--- src/rtl/mbox_consts.svh ---
// address map and sizing of the mailbox block
// byte addresses are local; remote addresses compare zero-extended
// the two control words must stay inside one mailbox index range
`ifndef MBOX_CONSTS_SVH
`define MBOX_CONSTS_SVH

// mailbox words
`define MBOX_MB_FIRST       32'h0000_2000
`define MBOX_MB_LAST        32'h0000_201F
`define MBOX_MB_WORDS       8

// control words, interrupt enable then status
`define MBOX_AA_FIRST       32'h0000_2100
`define MBOX_AA_LAST        32'h0000_2107

// end of the local block, reads up to here return all ones
`define MBOX_LOCAL_LAST     32'h0000_2FFF

`define MBOX_QUEUE_DEPTH    8
`define MBOX_UNSUPP_DATA    32'hFFFF_FFFF
`define MBOX_USER_REMOTE_WR 2'd1

`endif
--- src/rtl/mbox_pkg.sv ---
// types shared by the mailbox block
// queue entries are flat vectors; field order is fixed by the producers
package mbox_pkg;

    typedef logic [31:0] word_t;
    typedef logic [3:0]  strb_t;
    typedef logic [14:0] reg_addr_t;
    typedef logic [27:0] remote_addr_t;
    typedef logic [1:0]  user_t;
    typedef logic [2:0]  mb_index_t;

    // {kind, addr[14:0], data[31:0], strb[3:0]}
    typedef logic [51:0] ls_entry_t;
    // {strb[3:0], addr[27:0], data[31:0]}
    typedef logic [63:0] ss_entry_t;

    typedef enum logic {REQ_WRITE, REQ_READ} req_kind_t;
    typedef enum logic {SRC_LS, SRC_SS} src_t;
    typedef enum logic {SEL_MB, SEL_AA} reg_sel_t;

    typedef enum logic [1:0] {
        CTRL_IDLE,
        CTRL_DECIDE,
        CTRL_EXEC
    } ctrl_state_t;

endpackage

--- src/rtl/axi_mbox_top.sv ---
// mailbox block top: local register port plus inbound stream
// ls_wstart and ls_rstart must never be high together
// no ready on the stream; senders must not overrun the queues
`timescale 1ns/100ps
`include "mbox_consts.svh"

module axi_mbox_top
    import mbox_pkg::*;
(
    input  logic      axi_aclk,
    input  logic      axi_aresetn,
    input  logic      ls_wstart,
    input  reg_addr_t ls_waddr,
    input  word_t     ls_wdata,
    input  strb_t     ls_wstrb,
    input  logic      ls_rstart,
    input  reg_addr_t ls_raddr,
    output word_t     ls_rdata,
    output logic      ls_rdone,
    input  logic      ss_valid,
    input  word_t     ss_data,
    input  user_t     ss_user,
    output logic      axi_interrupt
);

    logic      ls_push;
    ls_entry_t ls_entry;
    logic      ls_pop;
    ls_entry_t ls_head;
    logic      ls_empty;
    logic      ss_push;
    ss_entry_t ss_entry;
    logic      ss_pop;
    ss_entry_t ss_head;
    logic      ss_empty;
    logic      reg_we;
    reg_sel_t  reg_sel;
    mb_index_t reg_index;
    word_t     reg_wdata;
    strb_t     reg_wstrb;
    logic      remote_write;
    word_t     reg_rdata;

    // local request packing, reads carry no data
    assign ls_push  = ls_wstart || ls_rstart;
    assign ls_entry = ls_wstart ? {REQ_WRITE, ls_waddr, ls_wdata, ls_wstrb}
                                : {REQ_READ, ls_raddr, 36'b0};

    req_queue #(
        .WIDTH($bits(ls_entry_t)),
        .DEPTH(`MBOX_QUEUE_DEPTH)
    ) ls_queue (
        .axi_aclk    (axi_aclk),
        .axi_aresetn (axi_aresetn),
        .push        (ls_push),
        .push_data   (ls_entry),
        .pop         (ls_pop),
        .head_data   (ls_head),
        .empty       (ls_empty)
    );

    stream_beat_pairer u_pairer (
        .axi_aclk    (axi_aclk),
        .axi_aresetn (axi_aresetn),
        .ss_valid    (ss_valid),
        .ss_data     (ss_data),
        .ss_user     (ss_user),
        .pair_push   (ss_push),
        .pair_entry  (ss_entry)
    );

    req_queue #(
        .WIDTH($bits(ss_entry_t)),
        .DEPTH(`MBOX_QUEUE_DEPTH)
    ) ss_queue (
        .axi_aclk    (axi_aclk),
        .axi_aresetn (axi_aresetn),
        .push        (ss_push),
        .push_data   (ss_entry),
        .pop         (ss_pop),
        .head_data   (ss_head),
        .empty       (ss_empty)
    );

    mbox_controller u_ctrl (
        .axi_aclk     (axi_aclk),
        .axi_aresetn  (axi_aresetn),
        .ls_empty     (ls_empty),
        .ls_head      (ls_head),
        .ls_pop       (ls_pop),
        .ss_empty     (ss_empty),
        .ss_head      (ss_head),
        .ss_pop       (ss_pop),
        .reg_we       (reg_we),
        .reg_sel      (reg_sel),
        .reg_index    (reg_index),
        .reg_wdata    (reg_wdata),
        .reg_wstrb    (reg_wstrb),
        .remote_write (remote_write),
        .reg_rdata    (reg_rdata),
        .ls_rdata     (ls_rdata),
        .ls_rdone     (ls_rdone)
    );

    mbox_regfile u_regs (
        .axi_aclk      (axi_aclk),
        .axi_aresetn   (axi_aresetn),
        .reg_we        (reg_we),
        .reg_sel       (reg_sel),
        .reg_index     (reg_index),
        .reg_wdata     (reg_wdata),
        .reg_wstrb     (reg_wstrb),
        .remote_write  (remote_write),
        .reg_rdata     (reg_rdata),
        .axi_interrupt (axi_interrupt)
    );

endmodule

--- src/rtl/mbox_regfile.sv ---
// mailbox words plus the two control words
// control words hold only bit 0, other bits read as zero
// the interrupt pulse follows a remote mailbox write while enabled
`timescale 1ns/100ps
`include "mbox_consts.svh"

module mbox_regfile
    import mbox_pkg::*;
(
    input  logic      axi_aclk,
    input  logic      axi_aresetn,
    input  logic      reg_we,
    input  reg_sel_t  reg_sel,
    input  mb_index_t reg_index,
    input  word_t     reg_wdata,
    input  strb_t     reg_wstrb,
    input  logic      remote_write,
    output word_t     reg_rdata,
    output logic      axi_interrupt
);

    word_t mb_regs [`MBOX_MB_WORDS];
    logic  int_en;
    logic  int_status;

    // read mux
    always_comb begin
        if (reg_sel == SEL_MB) begin
            reg_rdata = mb_regs[reg_index];
        end else if (reg_index[0] == 1'b0) begin
            reg_rdata = {31'b0, int_en};
        end else begin
            reg_rdata = {31'b0, int_status};
        end
    end

    // --------------------
    // writes
    always_ff @(posedge axi_aclk or negedge axi_aresetn) begin
        if (!axi_aresetn) begin
            for (int i = 0; i < `MBOX_MB_WORDS; i++) begin
                mb_regs[i] <= '0;
            end
            int_en        <= 1'b0;
            int_status    <= 1'b0;
            axi_interrupt <= 1'b0;
        end else begin
            axi_interrupt <= 1'b0;
            if (reg_we && reg_sel == SEL_MB) begin
                // byte lanes
                for (int b = 0; b < 4; b++) begin
                    if (reg_wstrb[b]) begin
                        mb_regs[reg_index][8*b +: 8] <= reg_wdata[8*b +: 8];
                    end
                end
                if (remote_write && int_en) begin
                    int_status    <= 1'b1;
                    axi_interrupt <= 1'b1;
                end
            end else if (reg_we && reg_wstrb[0]) begin
                if (reg_index[0] == 1'b0) begin
                    int_en <= reg_wdata[0];
                end else if (reg_wdata[0]) begin
                    // write one to clear
                    int_status <= 1'b0;
                end
            end
        end
    end

endmodule

--- src/rtl/mbox_controller.sv ---
// drains the local and remote queues, three cycles per request
// both queues pending: the source not served last goes first
// remote requests only ever write the mailbox words
`timescale 1ns/100ps
`include "mbox_consts.svh"

module mbox_controller
    import mbox_pkg::*;
(
    input  logic      axi_aclk,
    input  logic      axi_aresetn,
    input  logic      ls_empty,
    input  ls_entry_t ls_head,
    output logic      ls_pop,
    input  logic      ss_empty,
    input  ss_entry_t ss_head,
    output logic      ss_pop,
    output logic      reg_we,
    output reg_sel_t  reg_sel,
    output mb_index_t reg_index,
    output word_t     reg_wdata,
    output strb_t     reg_wstrb,
    output logic      remote_write,
    input  word_t     reg_rdata,
    output word_t     ls_rdata,
    output logic      ls_rdone
);

    ctrl_state_t  state;
    src_t         last_src;
    logic         take_ls;
    logic         take_ss;
    src_t         cur_src;
    req_kind_t    cur_kind;
    remote_addr_t cur_addr;
    word_t        cur_data;
    strb_t        cur_strb;
    logic         in_block;
    logic         mb_hit;
    logic         aa_hit;
    logic         hit_q;
    reg_sel_t     sel_q;
    mb_index_t    index_q;

    // --------------------
    // source pick
    assign take_ls = !ls_empty && (ss_empty || last_src == SRC_SS);
    assign take_ss = !ss_empty && !take_ls;
    assign ls_pop  = (state == CTRL_IDLE) && take_ls;
    assign ss_pop  = (state == CTRL_IDLE) && take_ss;

    always_ff @(posedge axi_aclk or negedge axi_aresetn) begin
        if (!axi_aresetn) begin
            state    <= CTRL_IDLE;
            last_src <= SRC_LS;
        end else begin
            case (state)
                CTRL_IDLE: begin
                    if (take_ls || take_ss) begin
                        state    <= CTRL_DECIDE;
                        last_src <= take_ss ? SRC_SS : SRC_LS;
                    end
                end
                CTRL_DECIDE: state <= CTRL_EXEC;
                default:     state <= CTRL_IDLE;
            endcase
        end
    end

    // latch the popped head, local address zero-extended
    always_ff @(posedge axi_aclk) begin
        if (ls_pop) begin
            cur_src  <= SRC_LS;
            cur_kind <= req_kind_t'(ls_head[51]);
            cur_addr <= {13'b0, ls_head[50:36]};
            cur_data <= ls_head[35:4];
            cur_strb <= ls_head[3:0];
        end else if (ss_pop) begin
            cur_src  <= SRC_SS;
            cur_kind <= REQ_WRITE;
            cur_strb <= ss_head[63:60];
            cur_addr <= ss_head[59:32];
            cur_data <= ss_head[31:0];
        end
    end

    // --------------------
    // address decode
    assign in_block = (cur_addr >= `MBOX_MB_FIRST) && (cur_addr <= `MBOX_LOCAL_LAST);
    assign mb_hit   = in_block && (cur_addr <= `MBOX_MB_LAST);
    assign aa_hit   = in_block && (cur_addr >= `MBOX_AA_FIRST) && (cur_addr <= `MBOX_AA_LAST);

    always_ff @(posedge axi_aclk) begin
        if (state == CTRL_DECIDE) begin
            hit_q   <= mb_hit || (aa_hit && cur_src == SRC_LS);
            sel_q   <= mb_hit ? SEL_MB : SEL_AA;
            index_q <= mb_hit ? mb_index_t'((cur_addr - `MBOX_MB_FIRST) >> 2)
                              : mb_index_t'((cur_addr - `MBOX_AA_FIRST) >> 2);
        end
    end

    // --------------------
    // register access and read response
    assign reg_we       = (state == CTRL_EXEC) && hit_q && (cur_kind == REQ_WRITE);
    assign remote_write = reg_we && (cur_src == SRC_SS);
    assign reg_sel      = sel_q;
    assign reg_index    = index_q;
    assign reg_wdata    = cur_data;
    assign reg_wstrb    = cur_strb;

    assign ls_rdone = (state == CTRL_EXEC) && (cur_src == SRC_LS) && (cur_kind == REQ_READ);
    assign ls_rdata = hit_q ? reg_rdata : `MBOX_UNSUPP_DATA;

endmodule

--- src/rtl/stream_beat_pairer.sv ---
// joins a remote write sent as two stream beats into one queue entry
// first beat {strb[3:0], addr[27:0]}, second beat the data word
// any beat with another user code drops a half-received pair
`timescale 1ns/100ps
`include "mbox_consts.svh"

module stream_beat_pairer
    import mbox_pkg::*;
(
    input  logic      axi_aclk,
    input  logic      axi_aresetn,
    input  logic      ss_valid,
    input  word_t     ss_data,
    input  user_t     ss_user,
    output logic      pair_push,
    output ss_entry_t pair_entry
);

    logic  held;
    word_t first_beat;
    logic  wr_beat;

    assign wr_beat = ss_valid && (ss_user == `MBOX_USER_REMOTE_WR);

    // second beat completes the pair in the same cycle
    assign pair_push  = wr_beat && held;
    assign pair_entry = {first_beat[31:28], first_beat[27:0], ss_data};

    always_ff @(posedge axi_aclk or negedge axi_aresetn) begin
        if (!axi_aresetn) begin
            held <= 1'b0;
        end else if (ss_valid) begin
            held <= wr_beat && !held;
        end
    end

    always_ff @(posedge axi_aclk) begin
        if (wr_beat && !held) begin
            first_beat <= ss_data;
        end
    end

endmodule

--- src/rtl/req_queue.sv ---
// request FIFO with single-cycle push and pop strobes, no back-pressure
// a push while full is dropped; senders must stay within DEPTH
`timescale 1ns/100ps

module req_queue #(
    parameter int WIDTH = 32,
    parameter int DEPTH = 8
) (
    input  logic             axi_aclk,
    input  logic             axi_aresetn,
    input  logic             push,
    input  logic [WIDTH-1:0] push_data,
    input  logic             pop,
    output logic [WIDTH-1:0] head_data,
    output logic             empty
);

    localparam int PTR_W = (DEPTH > 1) ? $clog2(DEPTH) : 1;
    localparam int CNT_W = $clog2(DEPTH + 1);

    logic [WIDTH-1:0] mem [DEPTH];
    logic [PTR_W-1:0] wr_ptr;
    logic [PTR_W-1:0] rd_ptr;
    logic [CNT_W-1:0] count;
    logic             full;
    logic             do_push;
    logic             do_pop;

    assign empty     = (count == '0);
    assign full      = (count == CNT_W'(DEPTH));
    assign do_push   = push && !full;
    assign do_pop    = pop && !empty;
    assign head_data = mem[rd_ptr];

    // storage
    always_ff @(posedge axi_aclk) begin
        if (do_push) begin
            mem[wr_ptr] <= push_data;
        end
    end

    // pointers wrap at DEPTH, not at a power of two
    always_ff @(posedge axi_aclk or negedge axi_aresetn) begin
        if (!axi_aresetn) begin
            wr_ptr <= '0;
            rd_ptr <= '0;
            count  <= '0;
        end else begin
            if (do_push) begin
                wr_ptr <= (wr_ptr == PTR_W'(DEPTH - 1)) ? '0 : wr_ptr + 1'b1;
            end
            if (do_pop) begin
                rd_ptr <= (rd_ptr == PTR_W'(DEPTH - 1)) ? '0 : rd_ptr + 1'b1;
            end
            count <= count + CNT_W'(do_push) - CNT_W'(do_pop);
        end
    end

endmodule

--- config.mk ---
export PLATFORM = sky130hd
export DESIGN_NAME = axi_mbox_top
export DESIGN_NICKNAME = d
export VERILOG_FILES = /design/src/rtl/mbox_pkg.sv /design/src/rtl/axi_mbox_top.sv /design/src/rtl/mbox_regfile.sv /design/src/rtl/mbox_controller.sv /design/src/rtl/stream_beat_pairer.sv /design/src/rtl/req_queue.sv
export VERILOG_INCLUDE_DIRS = /design/src /design/src/rtl
export SDC_FILE = /design/constraint.sdc
export NUM_CORES = 1
export LEC_CHECK = 0
export ABC_AREA = 0
export BUFFER_PORTS_ARGS = -buffer_cell sky130_fd_sc_hd__buf_2
export CELL_PAD_IN_SITES_DETAIL_PLACEMENT = 1
export CELL_PAD_IN_SITES_GLOBAL_PLACEMENT = 1
export CORE_ASPECT_RATIO = 0.7
export CORE_MARGIN = 1.5
export CORE_UTILIZATION = 41
export DETAILED_ROUTE_END_ITERATION = 7
export HOLD_SLACK_MARGIN = 0.03
export PLACE_DENSITY = 0.62
export SLEW_MARGIN = 20
export SYNTH_ARGS = -nofsm -noshare
export SYNTH_HDL_FRONTEND = slang
export SYNTH_SLANG_ARGS = --single-unit
--- constraint.sdc ---
create_clock -name axi_aclk -period 15.22 [get_ports axi_aclk]
set_input_delay 1.522 -clock axi_aclk [delete_from_list [all_inputs] [get_ports axi_aclk]]
set_output_delay 1.522 -clock axi_aclk [all_outputs]
set_load 0.03 [all_outputs]
# Yosys cells after proc, flatten, opt, wreduce, memory -nomap -nowiden
# Memories as Yosys holds them, arrays and structs flattened.
# Index checks and enable logic that the tools add are counted.
# W data, S select, Z words.
# classes
addsub	10
n_lt_le_gt_ge	7
n_eq_ne	11
mux	54
bitwise_logic	6
n_reduce_logical	45
# op_table
op	n
$mux W256	7
$bwmux W256	4
$demux W32 S3	4
$mux W32	7
$bmux W32 S3	1
$le A28 B14 Y1 const B	3
$ge A28 B14 Y1 const B	2
$mux W52	1
$mux W15	2
$logic_and A1 B1 Y1	25
$mux W24	1
$mux W1	16
$mux W16	1
$mux W3	5
$add A3 B1 Y3 const B	4
$eq A3 B3 Y1 const B	4
$sub A5 B1 Y5 const B	2
$add A4 B1 Y4	2
$eq A4 B4 Y1 const B	2
$logic_not A4 Y1	2
$mux W4	2
$mux W8	1
$reduce_bool A2 Y1	4
$sub A4 B1 Y4	2
other kinds (15)	29
# word_totals
regBits	386
mem_bits_rw	928
input_bits	105
output_inout_bits	34
wordCells	165
n_memories	2
# memory_table
name	words	word_bits	read_ports	rd_ports_with_merged_regs	wr	line_no	source
ss_queue.mem	8	64	1	0	1	req_queue.sv:21	logic [WIDTH-1:0] mem [DEPTH];
ls_queue.mem	8	52	1	0	1	req_queue.sv:21	

# Depth between registers and ports, before layout
# Gate-level depths: netlist (run 1).
# logic_depth
word_depth	16
depth_mapped	13
depth_no_buf	11

# Cells and area by module
# From an unflattened synthesis (run 1), not the netlist that was laid out.
# hier_totals
cells_unflattened	2680
area_unflattened_um2	53451.3
# by_module_without_submodules
module	instances	cells_each	area_each_um2	seq_area_each_um2
req_queue at ss_queue	1	799	19837.8	15625.0
req_queue at ls_queue	1	661	16463.3	12742.2
mbox_regfile	1	852	12111.6	6481.2
mbox_controller	1	239	3264.4	2006.9
stream_beat_pairer	1	70	1267.5	985.9
axi_mbox_top	1	59	506.7	0.0

# Least setup slack after synthesis (run 1)
# Ideal clock, no wire load.
# synth_path
path_type	input to register
start	input port ss_user[1]
end	memory ss_queue.mem[4][0] (netlist name), enable pin
arrival_ps	7057
required_ps	14649
setup_slack_ps	7592
path_stages	4
n_path_buf	0
cell_sequence	nand3b_1 a311oi_1 nand2b_1 nor3b_1
# synth_between
elab_chain_cells	6
# synth_lines
item	line_no	source
from (decl)	axi_mbox_top.sv:22	input user_t ss_user,
$eq A2 B1 Y1 (no line)	n/a	
$logic_and A1 B1 Y1	stream_beat_pairer.sv:23	assign wr_beat = ss_valid && (ss_user == `MBOX_USER_REMOTE_WR);
$logic_and A1 B1 Y1	stream_beat_pairer.sv:26	assign pair_push = wr_beat && held;
$logic_and A1 B1 Y1	req_queue.sv:31	assign do_push = push && !full;
named net ss_queue.do_push	req_queue.sv:26	logic do_push;
$mux W1	req_queue.sv:37	if (do_push) begin
$mux W1 (implied by the code)	req_queue.sv:38	mem[wr_ptr] <= push_data;
to (decl)	req_queue.sv:21	
# The timed path passes the listed nets, and every way through them passes these cells.

# Final worst setup path (run 1)
# layout_path
start	register u_ctrl.index_q[0], in the netlist u_ctrl.reg_index[0]
end	output port ls_rdata[24]
# layout_between
elab_chain_cells	6
# layout_lines
item	line_no	source
from (decl)	mbox_controller.sv:43	mb_index_t index_q;
from (signal assigned)	mbox_controller.sv:97	index_q <= mb_hit ? mb_index_t'((cur_addr - `MBOX_MB_FIRST) >> 2)
$not A3 Y4 (implied by the code)	mbox_regfile.sv:29	reg_rdata = mb_regs[reg_index];
$bmux W32 S3	mbox_regfile.sv:29	
$mux W32 (implied by the code) (2 in series)	mbox_regfile.sv:29	
$mux W32	mbox_regfile.sv:28	if (reg_sel == SEL_MB) begin
$mux W32 (no line)	n/a	
to (decl)	axi_mbox_top.sv:18	output word_t ls_rdata,
# Every way passes these cells. The select of a mux whose other input is x is not followed.

==> impl_metrics.csv, run 1 <==
group,metric,value,unit
outcome,status,"completed",
clock_tree,clk_pin_slew_worst_paths,0.07,ns
cells_and_area,final_util,47.0,%
worst_setup_path,cpLargestDelayFamily,"buffers and inverters",
worst_setup_path,rr_startpoint,"ls_queue.rd_ptr[1]",
worst_setup_path,required,13.70,ns
clock_tree,cts_root_buf,"clkbuf_16",
yosys,synth_top_cell_area_share,58.2,%
timing,final.period_utilization,36.0,%
yosys,synth_nets,2714,
drt,ant_nets,0,
worst_setup_path,max_stage_delay,0.67,ns
cells_and_area,drive_gt1_share,33.2,%
worst_setup_path,worstSetupStartpoint,"u_ctrl.reg_index[0]",
yosys,synth_largest_area_cell,"edfxtp_1",
yosys,yosys_warnings,0,
die,num_io_pins,139,
placed_design,placed_cells,4274,
timing,fin_crit,5.48,ns
drt,first_iter_violations,1942,
yosys,synth_edf_count,981,
global_routing,grt_max_degree,134,
cells_and_area,final_cells,4503,
die,die_y,297,µm
worst_setup_path,critPathBufInv,3,
timing,rsz0062_at_grt,"false",
pwr,worst_ir_drop_vdd,119,µV
placed_design,dpl.hpwl,72800,µm
yosys,synth_cells,2587,
timing,slew_viol_final,0,
placed_design,io_buffers,134,
timing,fmax,183,MHz
clock_tree,clkLatencyLatePin,0.75,ns
timing,setup_tns,0,ns
worst_setup_path,cp-start-kind,"flip-flop",
worst_setup_path,slowest_stage,"nor2b_1",
clock_tree,cts_tree,"built",
global_routing,grt_use_total,20.1,%
clock_tree,cts_buffer_depth,3,
drt,wire_per_inst,28.0,µm
job,drv_cap,0,
drt,vias,25200,
cells_and_area,syn_to_final_growth,13.5,%
timing,slew_headroom,19.1,%
clock_tree,post_cts_resized,0,
pwr,power_density,179,nW/µm²
yosys,async_flop_share,22.1,%
worst_setup_path,crit_arrival,3.95,ns
drt,viasPerCell,5.59,
global_routing,grt_antenna_before_repair,17,
clock_tree,postCtsSetupBuffers,0,
timing,hold_viol,0,
die,die-area,126000,µm²
cells_and_area,final_cell_mix,"981 x edfxtp_1, 279 x mux2_2, 277 x dfrtp_1, 242 x mux4_2, 133 x buf_2",
yosys,synth.avg_cell_area,19.6,µm²
worst_setup_path,crit_type,"reg2out",
drt,drtPass1Iterations,6,
cells_and_area,nets,2888,
drt,drt-total-wl,126000,µm
die,coreArea,122000,µm²
yosys,synthFlopType,"edfxtp_1",
timing,setup_ws,9.74,ns
hold_path,min_from,"u_ctrl.cur_addr[2]",
timing,tightest_slew,1.21,ns
yosys,synth_area_leaders,"edfxtp_1 58%, dfrtp_1 14%, mux4_2 11%, mux2_2 6.2%, mux2i_1 1.8%",
placed_design,dpl_worst_slack,10.37,ns
global_routing,grt_pass1_wl,187000,µm
worst_setup_path,cp_max_fo,43,
clock_tree,cts.sinks,1278,
timing,finClkSkew,0.0523,ns
clock_tree,numCtsBuffers,120,
clock_tree,cts.hold.buffers_added,0,
yosys,synth_cell_types,54,
yosys,ys_seq_area_share,72.7,%
global_routing,grt_pass1_vias,27200,
yosys,synth-seq-cells,1278,
pwr,power.leakage,20.7,nW
worst_setup_path,crit_path_frequent_cell,"buf_4",
die,rows,107,
die,die-width,423,µm
global_routing,grt-ovfl-total,0,
worst_setup_path,crit_chain,"buf_4 > buf_4 > nor2b_1 > a22oi_1 > o311ai_0 > buf_2",
hold_path,hold_class,"reg2reg",
worst_setup_path,cp-end-kind,"output pin",
timing,setup_viol,0,
placed_design,gp_congestion,0.757,
clock_tree,cts_htree_levels,3,
cells_and_area,final_common_cell,"edfxtp_1",
drt,drc,0,
yosys,synth.cell_area,50600,µm²
die,initial_core_util,41.5,%
## metrics by stage
| step | cell area, µm² | total power, W | hold WS (ns) |
|---|---|---|---|
| after floorplan | 50600 | 0.00625 | 0.400 |
| after global placement | 53400 | 0.00721 | 0.423 |
| after detailed placement | 53400 | 0.00730 | 0.415 |
| after CTS | 57400 | 0.0104 | 0.430 |
| after global routing | 57400 | 0.0107 | 0.435 |
| final | 57400 | 0.0103 | 0.429 |
## path summary, 6_finish.rpt
| kind | to | slack, ns | cells past startpoint |
|---|---|---|---|
| setup reg to reg | u_ctrl.reg_wdata[17] | 10.71 | 6 |
| hold reg to reg | u_ctrl.reg_index[0] | 0.43 | 0 |
| hold / removal | u_ctrl.reg_index[0] | 0.43 | 0 |
| min in group asynchronous | u_regs.mb_regs[129] | 0.90 | 1 |
| max in group asynchronous | ss_queue.count[0] | 12.90 | 2 |
| setup / recovery | ls_rdata[24] | 9.74 | 6 |
## Yosys cell counts (all sizes together) (14+ instances only)
cell / number
a211oi: 49
a21oi: 73
a22oi: 36
and2: 40
buf: 63
clkbuf: 73
dfrtp: 283
dfxtp: 14
edfxtp: 981
ha: 20
inv: 25
mux2: 297
mux2i: 91
mux4: 242
nand2: 57
nor2: 21
nor2b: 57
o21ai: 37
## area by class of cell
class,instances,area (µm²)
Multi-Input combinational cell,1147,13300
Sequential cell,1278,36800
Antenna cell,2,5.00
Tap cell,1635,2050
Fill cell,11300,64700
Clock inverter,70,782
Inverter,26,97.6
Timing Repair Buffer,188,1120
Clock buffer,157,3270
## report_power, final
part	switching, W	internal [W]
clock	0.00134	0.00176
combinational	0.00159	0.00101
sequential	0.000343	0.00424
total	0.00327	0.00700
## worst reg2reg max path, cell delays in order (launching register included)
cell and delay [ns]:
dfrtp_4 0.73, buf_4 0.67, buf_4 0.90, mux4_2 0.60, nor2b_1 0.14, a211oi_1 0.68
a21oi_1 0.38
## state kept, by name (all words and copies together), names as in the netlist, 4 cells and up
register	count
u_ctrl.reg_wdata	32
ss_queue.count	4
u_pairer.first_beat	30
ls_queue.mem	400
u_regs.mb_regs	256
ss_queue.mem	496
u_ctrl.reg_wstrb	4
ls_queue.count	4
u_ctrl.cur_addr	26
## cell families after synthesis
logic type                 Yosys count  synth area share (%)
AOI/OAI and AO/OA                  251                  3.29
xor gates and xnor gates             4                0.0692
adders and majority gates           22                 0.574
buffers and inverters              162                  1.31
DFF                               1278                  72.7
muxes                              630                  19.2
and+or+nand+nor                    240                  2.84
## metal layers
layer,wire (µm),GRT usage [%],vias to the layer above
met4,2710,4.81,10
met5,57,0,-
met3,4620,3.00,177
li1,-,-,10800
met1,58100,29.0,13700
met2,60800,32.4,520
No activity file was read; power rests on OpenSTA's default activity.
==> run 2: changes to the inputs <==
- ABC_AREA: 0 -> 1
- PLACE_DENSITY: 0.62 -> 0.71
- clock period: 15.22 -> 4.8 ns (I/O delays scaled with it)
==> run 2 against run 1 <==
Clock skew is 0.015 ns lower. Flip-flop and latch count unchanged. Synthesized cell count increased by 120%. Clock-buffer cell count increased by 25. Combinational power grew to 4.5 times the previous value. Die area rose by 9.5%. Critical path depth grew 5. Synthesized area rose by 9.6%. Power grew to 3.5 times the previous value. Critical endpoint is now ls_rdata[0]. Highest routed layer unchanged.
==> impl_metrics.csv, run 2 <==
group,metric,value,unit
timing,setup_tns,0,ns
cells_and_area,final_area,62700,µm²
pwr,worst_ir_drop_vdd,487,µV
timing,finClkSkew,0.0374,ns
global_routing,grt_pass1_wl,261000,µm
hold_path,hold_class,"in2reg",
yosys,synth.cell_area,55500,µm²
timing,setup_viol,0,
global_routing,gr-usage-met3,3.73,%
yosys,synth_top_family_by_area,"simple AND/OR/NAND/NOR gates",
yosys,synth_largest_area_cell,"edfxtp_1",
clock_tree,cts.sinks,1278,
yosys,synth_edf_count,981,
global_routing,grt_antenna_before_repair,7,
yosys,synth_compound_area_share,1.06,%
die,initial_core_util,41.5,%
worst_setup_path,ff2ff_setup_slack,1.25,ns
timing,slew_viol_final,0,
drt,drt-total-wl,170000,µm
pwr,power_density,581,nW/µm²
cells_and_area,final_common_cell,"nand2_1",
die,num_io_pins,139,
timing,fin_crit,4.20,ns
worst_setup_path,crit_type,"reg2out",
yosys,synth.avg_cell_area,9.67,µm²
yosys,synth-seq-cells,1278,
timing,final.period_utilization,87.5,%
global_routing,grt-ovfl-total,0,
drt,viasPerCell,5.36,
yosys,async_flop_share,22.1,%
die,rows,112,
clock_tree,clkLatencyLatePin,0.77,ns
die,die-area,138000,µm²
outcome,status,"completed",
timing,slew_headroom,28.3,%
global_routing,top_usage_layer,"met2",
drt,ant_nets,0,
yosys,ys_seq_area_share,66.4,%
clock_tree,cts_tree,"built",
pwr,power.leakage,27.5,nW
cells_and_area,largest_register_ffs,496,
drt,first_iter_violations,3425,
yosys,synth-xor-area-share,0.0632,%
cells_and_area,nets,5893,
timing,hold_viol,0,
yosys,synth_area_leaders,"edfxtp_1 53%, nand2_1 18%, dfrtp_1 13%, nand3_1 4.8%, nand4_1 2.8%",
yosys,synth_cells,5736,
yosys,synth_top_cell_area_share,53.1,%
clock_tree,cts_root_buf,"clkbuf_16",
die,die-width,443,µm
timing,rsz0062_at_grt,"false",
yosys,synthFlopType,"edfxtp_1",
global_routing,grt_use_met2,39.9,%
placed_design,dpl.hpwl,101000,µm
yosys,yosys_warnings,0,
clock_tree,cts_htree_levels,4,
global_routing,grt_use_total,24.7,%
yosys,synth_nets,5863,
clock_tree,clk_pin_slew_worst_paths,0.06,ns
job,drv_cap,0,
clock_tree,postCtsSetupBuffers,0,
placed_design,place_area,58100,µm²
global_routing,grt_util_met1,35.1,%
worst_setup_path,cp-end-kind,"output pin",
drt,vias,40900,
timing,tightest_slew,1.07,ns
clock_tree,cts_buffer_depth,3,
yosys,synthMuxAreaShare,0,%
clock_tree,numCtsBuffers,134,
yosys,yosysMostFrequentCell,"nand2_1",
worst_setup_path,cp_max_fo,78,
drt,drtPass1Iterations,5,
yosys,synth_adder_area_share,0.523,%
worst_setup_path,cp-start-kind,"flip-flop",
timing,fmax,238,MHz
drt,wire_per_inst,22.3,µm
cells_and_area,final_cell_mix,"2,681 x nand2_1, 981 x edfxtp_1, 530 x nand3_1, 306 x inv_1, 277 x dfrtp_1",
yosys,yosys.area_share.simple,27.0,%
placed_design,io_buffers,134,
cells_and_area,drive_gt1_share,8.03,%
cells_and_area,syn_to_final_growth,13.1,%
global_routing,grt_pass1_vias,42500,
drt,drc,0,
global_routing,grt_max_degree,176,
die,coreArea,134000,µm²
yosys,synth_cell_types,32,
yosys,ys_top_cells_by_count,"2,682 x nand2_1, 981 x edfxtp_1, 530 x nand3_1",
worst_setup_path,required,4.32,ns
placed_design,gp_congestion,0.782,
cells_and_area,final_util,46.9,%
cells_and_area,reg_top3,"ss_queue.mem x496, ls_queue.mem x400, u_regs.mb_regs x256",
worst_setup_path,crit_arrival,3.72,ns
die,die_y,311,µm
cells_and_area,regMostFlops,"ss_queue.mem",
[run 2: final timing paths]
path / startpoint / depth (start not counted) / to
setup / recovery: u_ctrl.reg_index[0] / 11 / ls_rdata[0]
hold / removal: ss_data[4] / 1 / ss_queue.mem[2][4]
hold reg to reg: u_regs.mb_regs[155] / 2 / u_regs.mb_regs[155]
setup reg to reg: u_ctrl.reg_index[0] / 7 / u_regs.mb_regs[20]
min in group asynchronous: axi_aresetn / 2 / u_regs.mb_regs[219]
max in group asynchronous: axi_aresetn / 3 / u_regs.mb_regs[177]
[run 2: cell type report]
cell class,count,area [µm²]
Fill cell,14900,71000
Tap cell,1767,2210
Clock buffer,182,3700
Multi-Input combinational cell,3764,16100
Clock inverter,53,582
Inverter,316,1210
Antenna cell,2,5.00
Timing Repair Buffer,272,2090
Sequential cell,1278,36800
[run 2: worst max-delay path, stage by stage, from the launching register on]
cell and delay [ns]:
edfxtp_1 0.42, buf_4 0.77, buf_4 0.72, nand2_1 0.14
nand2_1 0.12, nand2_1 0.06, nand2_1 0.10, nand2_1 0.05
nand2_1 0.09, nand2_1 0.05, nand2_1 0.12, buf_2 0.22
[run 2: routing by layer]
layer	vias up	wire length (µm)
li1	19000	-
met1	20800	78000
met2	976	79300
met3	199	9070
met4	6	3430
met5	-	40
[run 2: kinds of logic (layout without fill, tap and decap cells)]
family	Yosys count	count (layout)
AOI/OAI and AO/OA	111	111
and+or+nand+nor	3627	3627
xor gates and xnor gates	4	4
DFF	1278	1278
adders and majority gates	22	22
other	0	2
buffers and inverters	694	823
[run 2: metrics by stage]
stage / total power [W] / setup slack, ns / std cells / hold WS, ns
floorplan: 0.0212 / 0.583 / 5736 / 0.184
global placement: 0.0258 / 1.37 / 7366 / 0.453
global route: 0.0382 / 0.375 / 7633 / 0.0621
CTS: 0.0366 / 0.541 / 7632 / 0.0347
finish: 0.0364 / 0.598 / 7634 / 0.0956
detailed placement: 0.0262 / 1.27 / 7366 / 0.458
[run 2: where the power goes]
part | internal [W] | switching, W
combinational | 0.00266 | 0.00893
clock | 0.00594 | 0.00442
sequential | 0.0135 | 0.000998
total | 0.0221 | 0.0143
[run 2: what timing repair did]
action                                 in CTS  in global routing
endpoints found under the hold margin     341                  0
gates resized for setup                     0                  0
hold buffers                               31                  0
